**src/rtl/apb_pkg.sv**
```systemverilog
package apb_pkg;

	// Byte address width shared by both buses
	localparam int addr_bits = 8;

	typedef logic [addr_bits-1:0] apb_addr_t;
	typedef logic [31:0] half_t;
	typedef logic [63:0] full_t;

	// One posted write, address above data
	typedef struct packed {
		apb_addr_t addr;
		full_t data;
	} wb_entry_t;

	// Lower half lands one word above the entry address
	localparam apb_addr_t word_step = apb_addr_t'(4);

	// Converter states, setup and access for each downstream transfer
	typedef enum logic [2:0] {
		idle,
		hi_setup,
		hi_access,
		lo_setup,
		lo_access,
		rd_setup,
		rd_access
	} wb_state_t;

endpackage

```
**src/rtl/apb_if.sv**
```systemverilog
`timescale 1ns/1ps

interface apb_if import apb_pkg::*; #(
	parameter int data_width = 32
) ();

	// Requester side
	apb_addr_t paddr;
	logic psel;
	logic penable;
	logic pwrite;
	logic [data_width-1:0] pwdata;

	// Completer side
	logic pready;
	logic [data_width-1:0] prdata;

	modport requester (
		output paddr, psel, penable, pwrite, pwdata,
		input pready, prdata
	);

	modport completer (
		input paddr, psel, penable, pwrite, pwdata,
		output pready, prdata
	);

	// Passive view for checkers
	modport monitor (
		input paddr, psel, penable, pwrite, pwdata, pready, prdata
	);

endinterface

```
**src/rtl/wb_fifo.sv**
```systemverilog
`timescale 1ns/1ps

module wb_fifo import apb_pkg::*; #(
	parameter int fifo_depth = 8
) (
	input logic down,
	input logic reset,
	input logic push,
	input wb_entry_t push_data,
	input logic pop,
	output wb_entry_t head,
	output logic empty,
	output logic full
);

	// Depth is a power of two, so pointers wrap on their own
	localparam int ptr_bits = $clog2(fifo_depth);
	localparam int cnt_bits = $clog2(fifo_depth + 1);

	wb_entry_t store [fifo_depth];
	logic [ptr_bits-1:0] wr_ptr;
	logic [ptr_bits-1:0] rd_ptr;
	logic [cnt_bits-1:0] count;
	logic do_push;
	logic do_pop;

	// Overflow and underflow requests are dropped
	assign do_push = push && !full;
	assign do_pop = pop && !empty;

	assign empty = (count == '0);
	assign full = (count == cnt_bits'(fifo_depth));

	// Show-ahead, oldest entry always on head
	assign head = store[rd_ptr];

	always_ff @(posedge down) begin
		if (do_push)
			store[wr_ptr] <= push_data;
	end

	always_ff @(posedge down) begin
		if (reset) begin
			wr_ptr <= '0;
			rd_ptr <= '0;
			count <= '0;
		end else begin
			if (do_push)
				wr_ptr <= wr_ptr + 1'b1;
			if (do_pop)
				rd_ptr <= rd_ptr + 1'b1;
			// Occupancy only moves when one side acts alone
			if (do_push && !do_pop)
				count <= count + 1'b1;
			else if (do_pop && !do_push)
				count <= count - 1'b1;
		end
	end

endmodule

```
**src/rtl/apb_write_buffer.sv**
```systemverilog
`timescale 1ns/1ps

module apb_write_buffer import apb_pkg::*; #(
	parameter int fifo_depth = 8
) (
	input logic down,
	input logic reset,
	apb_if.completer up,
	apb_if.requester mem
);

	wb_state_t state;
	wb_state_t state_next;

	logic wr_req;
	logic rd_req;
	logic rd_done;
	logic fifo_push;
	logic fifo_pop;
	logic fifo_empty;
	logic fifo_full;
	wb_entry_t fifo_in;
	wb_entry_t fifo_head;
	logic [addr_bits-1:0] lo_addr;

	////////////////////////////////////////////////////////////////////////////
	// Posted write FIFO
	////////////////////////////////////////////////////////////////////////////

	assign fifo_in = '{addr: up.paddr, data: up.pwdata};

	// Entry retires once its second half is in memory
	assign fifo_pop = (state == lo_access) && mem.pready;

	wb_fifo #(
		.fifo_depth(fifo_depth)
	) fifo_i (
		.down(down),
		.reset(reset),
		.push(fifo_push),
		.push_data(fifo_in),
		.pop(fifo_pop),
		.head(fifo_head),
		.empty(fifo_empty),
		.full(fifo_full)
	);

	////////////////////////////////////////////////////////////////////////////
	// Upstream completer
	////////////////////////////////////////////////////////////////////////////

	// Only access-phase requests count
	assign wr_req = up.psel && up.penable && up.pwrite;
	assign rd_req = up.psel && up.penable && !up.pwrite;

	// Writes complete as soon as there is room
	assign fifo_push = wr_req && !fifo_full;

	// Read finishes together with its downstream read
	assign rd_done = rd_req && (state == rd_access) && mem.pready;

	assign up.pready = fifo_push || rd_done;
	// Narrow read, upper half tied to zero
	assign up.prdata = {half_t'('0), mem.prdata};

	////////////////////////////////////////////////////////////////////////////
	// Downstream converter FSM
	////////////////////////////////////////////////////////////////////////////

	assign lo_addr = fifo_head.addr + word_step;

	always_comb begin
		state_next = state;
		unique case (state)
			idle: begin
				// Drain writes first so a read sees them
				if (!fifo_empty)
					state_next = hi_setup;
				else if (rd_req)
					state_next = rd_setup;
			end
			hi_setup:
				state_next = hi_access;
			hi_access:
				if (mem.pready)
					state_next = lo_setup;
			lo_setup:
				state_next = lo_access;
			lo_access:
				if (mem.pready)
					state_next = idle;
			rd_setup:
				state_next = rd_access;
			rd_access:
				if (mem.pready)
					state_next = idle;
			default:
				state_next = idle;
		endcase
	end

	always_ff @(posedge down) begin
		if (reset)
			state <= idle;
		else
			state <= state_next;
	end

	// Bus outputs decoded from state, idle keeps the bus quiet
	always_comb begin
		mem.paddr = '0;
		mem.psel = 1'b0;
		mem.penable = 1'b0;
		mem.pwrite = 1'b0;
		mem.pwdata = '0;
		unique case (state)
			hi_setup, hi_access: begin
				mem.paddr = fifo_head.addr;
				mem.psel = 1'b1;
				mem.penable = (state == hi_access);
				mem.pwrite = 1'b1;
				mem.pwdata = fifo_head.data[63:32];
			end
			lo_setup, lo_access: begin
				mem.paddr = lo_addr;
				mem.psel = 1'b1;
				mem.penable = (state == lo_access);
				mem.pwrite = 1'b1;
				mem.pwdata = fifo_head.data[31:0];
			end
			rd_setup, rd_access: begin
				// Upstream holds its address while stalled
				mem.paddr = up.paddr;
				mem.psel = 1'b1;
				mem.penable = (state == rd_access);
			end
			default: begin
			end
		endcase
	end

endmodule

```
**src/rtl/apb_word_ram.sv**
```systemverilog
`timescale 1ns/1ps

module apb_word_ram import apb_pkg::*; #(
	parameter int wait_states = 2,
	parameter int mem_words = 64
) (
	input logic down,
	input logic reset,
	apb_if.completer bus
);

	localparam int idx_bits = (mem_words > 1) ? $clog2(mem_words) : 1;
	localparam int cnt_bits = (wait_states > 0) ? $clog2(wait_states + 1) : 1;

	half_t words [mem_words];
	logic [idx_bits-1:0] word_idx;
	logic [cnt_bits-1:0] wait_cnt;
	logic access;

	assign access = bus.psel && bus.penable;

	// Word index above the byte lane, wrapping at mem_words
	assign word_idx = idx_bits'(int'(bus.paddr[addr_bits-1:2]) % mem_words);

	// Ready after a fixed number of access cycles
	assign bus.pready = access && (wait_cnt == cnt_bits'(wait_states));
	assign bus.prdata = words[word_idx];

	always_ff @(posedge down) begin
		if (reset) begin
			wait_cnt <= '0;
			for (int i = 0; i < mem_words; i++)
				words[i] <= '0;
		end else begin
			// Counter restarts for every transfer
			if (bus.pready || !access)
				wait_cnt <= '0;
			else
				wait_cnt <= wait_cnt + 1'b1;
			// Write commits on the ready clock
			if (bus.pready && bus.pwrite)
				words[word_idx] <= bus.pwdata;
		end
	end

endmodule

```
**src/rtl/apb_wb_top.sv**
```systemverilog
`timescale 1ns/1ps

module apb_wb_top import apb_pkg::*; #(
	parameter int fifo_depth = 8,
	parameter int wait_states = 2,
	parameter int mem_words = 64
) (
	input logic down,
	input logic reset,
	input apb_addr_t up_paddr,
	input logic up_psel,
	input logic up_penable,
	input logic up_pwrite,
	input full_t up_pwdata,
	output logic up_pready,
	output full_t up_prdata
);

	// Wide requester bus and narrow memory bus
	apb_if #(.data_width(64)) up_bus ();
	apb_if #(.data_width(32)) mem_bus ();

	assign up_bus.paddr = up_paddr;
	assign up_bus.psel = up_psel;
	assign up_bus.penable = up_penable;
	assign up_bus.pwrite = up_pwrite;
	assign up_bus.pwdata = up_pwdata;
	assign up_pready = up_bus.pready;
	assign up_prdata = up_bus.prdata;

	apb_write_buffer #(
		.fifo_depth(fifo_depth)
	) buffer_i (
		.down(down),
		.reset(reset),
		.up(up_bus.completer),
		.mem(mem_bus.requester)
	);

	apb_word_ram #(
		.wait_states(wait_states),
		.mem_words(mem_words)
	) ram_i (
		.down(down),
		.reset(reset),
		.bus(mem_bus.completer)
	);

endmodule

```
**config.mk**
```make
export PLATFORM = sky130hd
export DESIGN_NAME = apb_wb_top
export DESIGN_NICKNAME = d
export VERILOG_FILES = /design/src/rtl/apb_pkg.sv /design/src/rtl/apb_if.sv /design/src/rtl/wb_fifo.sv /design/src/rtl/apb_write_buffer.sv /design/src/rtl/apb_word_ram.sv /design/src/rtl/apb_wb_top.sv
export SDC_FILE = /design/constraint.sdc
export NUM_CORES = 2
export LEC_CHECK = 0
export CAP_MARGIN = 0
export CORE_ASPECT_RATIO = 0.8
export CORE_UTILIZATION = 50
export CTS_CLUSTER_SIZE = 25
export DETAILED_ROUTE_END_ITERATION = 7
export DONT_BUFFER_PORTS = 1
export PLACE_DENSITY_LB_ADDON = 0.12
export SYNTH_ARGS = -nofsm -noshare
export SYNTH_HDL_FRONTEND = slang
export SYNTH_SLANG_ARGS = --single-unit
export TNS_END_PERCENT = 10
```
**constraint.sdc**
```tcl
create_clock -name down -period 21.7 [get_ports down]
set_input_delay 4.34 -clock down [delete_from_list [all_inputs] [get_ports down]]
set_output_delay 4.34 -clock down [all_outputs]
set_load 0.1 [all_outputs]
```
---- Word level (Yosys, flattened, before mapping) ----
Memory sizes are Yosys's and may differ from the RTL's. A register that Yosys moved wholly into a read port is not among the register bits.
Index checks and enable logic that the tools add are counted.
operators by class
  add/sub/neg operators ................... 6
  multiply operators ...................... 0
  div/mod/pow operators ................... 0
  order comparisons ....................... 0
  equal/unequal tests ..................... 11
  shift operators ......................... 0
  multiplexer cells ....................... 24
  bitwise logic cells ..................... 0
  reductions and logical operators ........ 34
operator list
  cell                 number
  $pmux 32 s2          1
  $mux 32              1
  $reduce_or 32->1     1
  $pmux 8 s3           1
  $mux 3               6
  $pmux 3 s6           1
  $logic_and 1x1->1    14
  $mux 1               10
  $reduce_or 2->1      5
  $eq 3x3->1 const B   3
  $add 8x3->8 const B  1
  $mux 4               2
  $add 3x1->3 const B  2
  $eq 3x2->1 const B   2
  $logic_not 1->1      6
  $mux 6               1
  $reduce_or 6->1      1
  $add 4x1->4 const B  1
  $eq 4x4->1 const B   1
  $logic_not 4->1      1
  $ne 2x1->1 const B   2
  $reduce_or 4->1      1
  $sub 4x1->4 const B  1
  $eq 3x1->1 const B   1
  other kinds (8)      9
word-level totals
  register bits after elaboration ......... 15
  bits in latches ......................... 0
  memory bits (writable) .................. 2624
  ROM bits ................................ 0
  input bits .............................. 77
  output and inout bits ................... 65
  word-level logic and storage cells ...... 82
  memories kept ........................... 2
memories
  name                   words  bits a word  rd ports  clocked after Yosys merged registers in  write ports  line                RTL
  ram_i.words            64     32           1         0                                        64           apb_word_ram.sv:15  half_t words [mem_words];
  buffer_i.fifo_i.store  8      72           1         1                                        1            wb_fifo.sv:20       wb_entry_t store [fifo_depth];

---- Logic depth before layout (Yosys ltp) ----
  depth after elaboration ................. 11
  mapped depth ............................ 18

---- Cells and area by module ----
From an unflattened synthesis, not the netlist that was laid out.
unflattened totals
  cells, all modules ...................... 8047
  area total of the unflattened synthesis .. 116457.9 sq um
by module, submodules not included
  module            times used  cells each  area an instance (sq um)  sequential area each (sq um)
  apb_word_ram      1           6962        92517.5                   61539.0
  wb_fifo           1           905         22512.8                   17556.8
  apb_write_buffer  1           180         1427.6                    60.1

---- Worst setup path after synthesis ----
No wires, ideal clock.
  path type ............................... input to output
  from .................................... input up_paddr[3]
  to ...................................... output up_prdata[8]
  arrival time ............................ 7919 ps
  data required time ...................... 17360 ps
  slack ................................... 9441 ps
  stages .................................. 10
  path buffers ............................ 4
  path through ............................ mux2_2 a21oi_1 o2bb2ai_1 clkbuf_1 buf_2 buf_1 clkbuf_1 a311oi_1 o32a_1 o211ai_1
on the way
  longest elaborated chain between the ends .. 2
RTL lines
  item           line                     RTL
  from (decl)    apb_wb_top.sv:10         input apb_addr_t up_paddr,
  $pmux 8 s3     apb_write_buffer.sv:116  unique case (state)
  $mem_v2 64x32  --
  to (decl)      apb_wb_top.sv:16         output full_t up_prdata
No other way between the ends.

---- Worst setup path after layout ----
  from .................................... input up_paddr[3]
  to ...................................... output up_prdata[13]
Same word-level chain as after synthesis.

==> results.json <==
{
  "power.density_cell_area_mw_per_mm2": 149,
  "synthDistinctLibCells": 89,
  "average_size_of_a_mapped_cell_um2": 13.3,
  "numPlacedInstances": 10900,
  "synthesis.yosys.warnings": 0,
  "crit_path_largest_cell_delay_ps": 1020,
  "rsz0062_at_grt": "no",
  "remaining_drc_errors": 12,
  "max_freq_mhz": 69.8,
  "share_of_cells_above_drive_strength_1_pct": 12.7,
  "cts.sinks": 2626,
  "clock_tree.root_cell": "sky130_fd_sc_hd__clkbuf_16",
  "die_wd_um": 532,
  "fillerInstances": 18100,
  "postRouteAntennaNets": 0,
  "p_sw_mw": 8.53,
  "report.final.hold_viol_count": 0,
  "clock_path_buffers": 4,
  "final_sum_of_negative_setup_slack_ps": 0,
  "ys_seq_area_share_pct": 70.0,
  "worst_hold_path_type": "reg2reg",
  "antenna_found_initial": 32,
  "layout.nets": 8240,
  "holdBufCountCts": 0,
  "path_common_cell": "sky130_fd_sc_hd__buf_4",
  "worstMarginPinSlew_ps": 1340,
  "ys.flop_type": "sky130_fd_sc_hd__edfxtp_1",
  "tritoncts": "built",
  "htree_levels": 5,
  "synth.cell_area_mm2": 0.112,
  "report.power.total_mw": 18.5,
  "slew_headroom_pct": 9.76,
  "grt_start_max_net_pins": 133,
  "number_of_cells_produced_by_synthesis": 8424,
  "critical-path-top-delay-family": "compound AO/OA/AOI/OAI gates",
  "number_of_clock_buffers_inserted_by_tritoncts": 275,
  "hold_ws_ps": 427,
  "rows": 155,
  "final_core_utilization_pct": 55.5,
  "fin_cells": 11300,
  "part_of_the_power_in_registers_pct": 31.1,
  "min_period_over_period_pct": 66.0,
  "post-route-min-period_ps": 14320,
  "grt_util_all_layers_pct": 33.4,
  "fin_worst_skew_ps": 44.7,
  "detailedRoute.firstIterationViolations": 11800,
  "vias": 74200,
  "postSynth.asyncResetShare_pct": 0,
  "hpwlAfterDp_um": 210000,
  "power.ir.vdd_worst_mv": 0.189,
  "floorplan.core_area_mm2": 0.223,
  "synth_enable_flop_cells": 2608,
  "clock_power_share_pct": 24.3,
  "critPathKind": "in2out",
  "power.internal_mw": 9.94,
  "share_of_total_power_consumed_by_net_switching_pct": 46.2,
  "critPathSlowestCell": "sky130_fd_sc_hd__or4_1",
  "comb_power_share_pct": 44.6,
  "timing.critical_path.fanout_max": 102,
  "cp_data_required_time_ps": 17360,
  "floorplan.initialDensity_pct": 50.3,
  "drv_cap": 0,
  "worst_setup_path_start_kind": "input pin",
  "avgRoutedWirePerCell_um": 33.9,
  "drt-total-wl_um": 384000,
  "slew_violations": 0,
  "timing.critical_path.cells": "a311oi_1 > a2bb2oi_4 > buf_4 > buf_12 > nor3_2 > buf_4 > buf_4 > a22oi_1 > o21ai_0 > o21ai_0 > o22ai_1 > or4_1",
  "clk_pin_slew_ps": 60,
  "cts_setup_buffers": 0,
  "drt_pre_antenna_iters": 8,
  "violations_in_the_final_reports": "DRC",
  "worst_ep_arrival_time_ps": 9980,
  "cp_num_buf_inv": 4,
  "route.detailed.vias_per_inst": 6.55,
  "power.leakage_nw": 40.2,
  "via_count_of_the_first_global_routing_pass": 69800,
  "fp.dieH_um": 426,
  "worstSkewPairLatency_ps": 880,
  "cts-resized-gates": 0,
  "setup_violations": 0,
  "dieArea_mm2": 0.227,
  "first_pass_grt_wire_length_um": 535000,
  "yosys_register_bits": 2626,
  "gr_ovfl_total": 0,
  "endpoint_kind": "output pin",
  "outcome": "finished with violations",
  "area_growth_syn_to_layout_pct": 10.2,
  "place_congestion": 0.932,
  "i_o_pins": 142,
  "portBuffers": 0
}
synth_stat cells, drive strengths merged, types with 21 or more instances:
cell	n	area share [%]
a211oi	93	0.64
a21oi	170	0.77
a221oi	96	0.75
a22oi	78	0.52
a311oi	68	0.53
a31oi	37	0.21
and3	80	0.45
buf	315	1.5
clkbuf	527	1.8
edfxtp	2608	70
mux2	102	1.0
mux2i	401	3.6
mux4	185	3.7
nand2	685	2.3
nand2b	68	0.38
nand3	161	0.73
nor2	2097	7.0
nor3	27	0.16
o211ai	33	0.22
o21ai	109	0.49
o221ai	21	0.16
o22a	37	0.29
o22ai	116	0.65
o2bb2ai	34	0.27
routing by layer:
| layer | track usage, % | up-vias | part of all wire, % |
|---|---|---|---|
| li1 | - | 30400 | - |
| met1 | 46.7 | 37800 | 38 |
| met2 | 48.9 | 5079 | 43 |
| met3 | 9.17 | 862 | 13 |
| met4 | 15.5 | 16 | 5.2 |
| met5 | 0 | - | 0.027 |
cell usage in the layout, fill, tap and decap left out, types with 80 or more instances in the layout:
| master | netlist | routed |
|---|---|---|
| sky130_fd_sc_hd__o22ai_1 | 115 | 115 |
| sky130_fd_sc_hd__nand2_1 | 683 | 682 |
| sky130_fd_sc_hd__nor2_1 | 2095 | 2083 |
| sky130_fd_sc_hd__a211oi_1 | 91 | 89 |
| sky130_fd_sc_hd__o21ai_0 | 100 | 96 |
| sky130_fd_sc_hd__mux4_2 | 185 | 185 |
| sky130_fd_sc_hd__mux2_2 | 99 | 99 |
| sky130_fd_sc_hd__nand3_1 | 159 | 159 |
| sky130_fd_sc_hd__mux2i_1 | 401 | 400 |
| sky130_fd_sc_hd__edfxtp_1 | 2608 | 2608 |
| sky130_fd_sc_hd__clkbuf_16 | 0 | 285 |
| sky130_fd_sc_hd__a221oi_1 | 96 | 96 |
| sky130_fd_sc_hd__buf_4 | 62 | 249 |
| sky130_fd_sc_hd__and3_1 | 80 | 80 |
| sky130_fd_sc_hd__a21oi_1 | 169 | 167 |
power by group through the flow:
stage / registers (mW) / logic (mW) / clock network (mW)
floorplan: 5.84 / 4.43 / 0
global placement: 5.85 / 7.90 / 0
detailed placement: 5.86 / 7.93 / 0
CTS: 5.75 / 7.94 / 4.50
global route: 5.76 / 8.23 / 4.69
finish: 5.75 / 8.24 / 4.48
sequential cells by signal, summed over array words and instances, names as in the netlist, named ones only:
name / flops
buffer_i.fifo_i.rd_ptr: 3
buffer_i.fifo_i.store: 560
buffer_i.state: 3
ram_i.wait_cnt: 2
buffer_i.fifo_i.wr_ptr: 3
ram_i.words: 2048
buffer_i.fifo_i.count: 4
per-stage QoR:
| step | cell area [µm²] | setup WS (ps) |
|---|---|---|
| 4_1_cts | 124000 | 7460 |
| 5_1_grt | 124000 | 7420 |
| 3_3_place_gp | 116000 | 7550 |
| 3_5_place_dp | 116000 | 7470 |
| 6_report | 124000 | 7380 |
| 2_1_floorplan | 112000 | 9440 |
path summary, 6_finish.rpt:
check	from	endpoint	slack, ps	depth (start not counted)
max	up_paddr[3]	up_prdata[13]	7380	12
min	ram_i.wait_cnt[0]	ram_i.wait_cnt[0]	430	1
max reg2reg	flip-flop	ram_i.words[45][5]	13240	15
min reg2reg	ram_i.wait_cnt[0]	ram_i.wait_cnt[0]	430	1
worst reg2reg max path: cells and delay by family, from the launching register on:
| kind | cells | cell delay (ps) |
|---|---|---|
| muxes | 2 | 1040 |
| DFF | 1 | 490 |
| and+or+nand+nor | 4 | 2320 |
| AOI/OAI and AO/OA | 3 | 1560 |
| adders and majority gates | 1 | 340 |
| buffers and inverters | 5 | 2330 |
kinds of logic after synthesis:
| group | count (synthesis) | synth area share, % |
|---|---|---|
| compound gates | 1040 | 6.69 |
| xor+xnor | 11 | 0.0858 |
| fa+ha+maj | 8 | 0.0958 |
| buf+inv | 850 | 3.26 |
| flops | 2626 | 70.0 |
| mux | 688 | 8.30 |
| other cells | 1 | 0.00334 |
| simple gates | 3200 | 11.5 |
final cells by class:
class                      count  area, µm²  area share (%)
antenna                       10       25.0          0.0202
clock buffer                 351       7390            5.97
clock inverter               109        805           0.650
inverter                       8       30.0          0.0242
multi-input combinational   4979      31000            25.0
sequential                  2626      78700            63.5
tap                         2983       3730            3.01
timing repair buffer         265       2220            1.79
No activity file was read; power rests on OpenSTA's default activity.
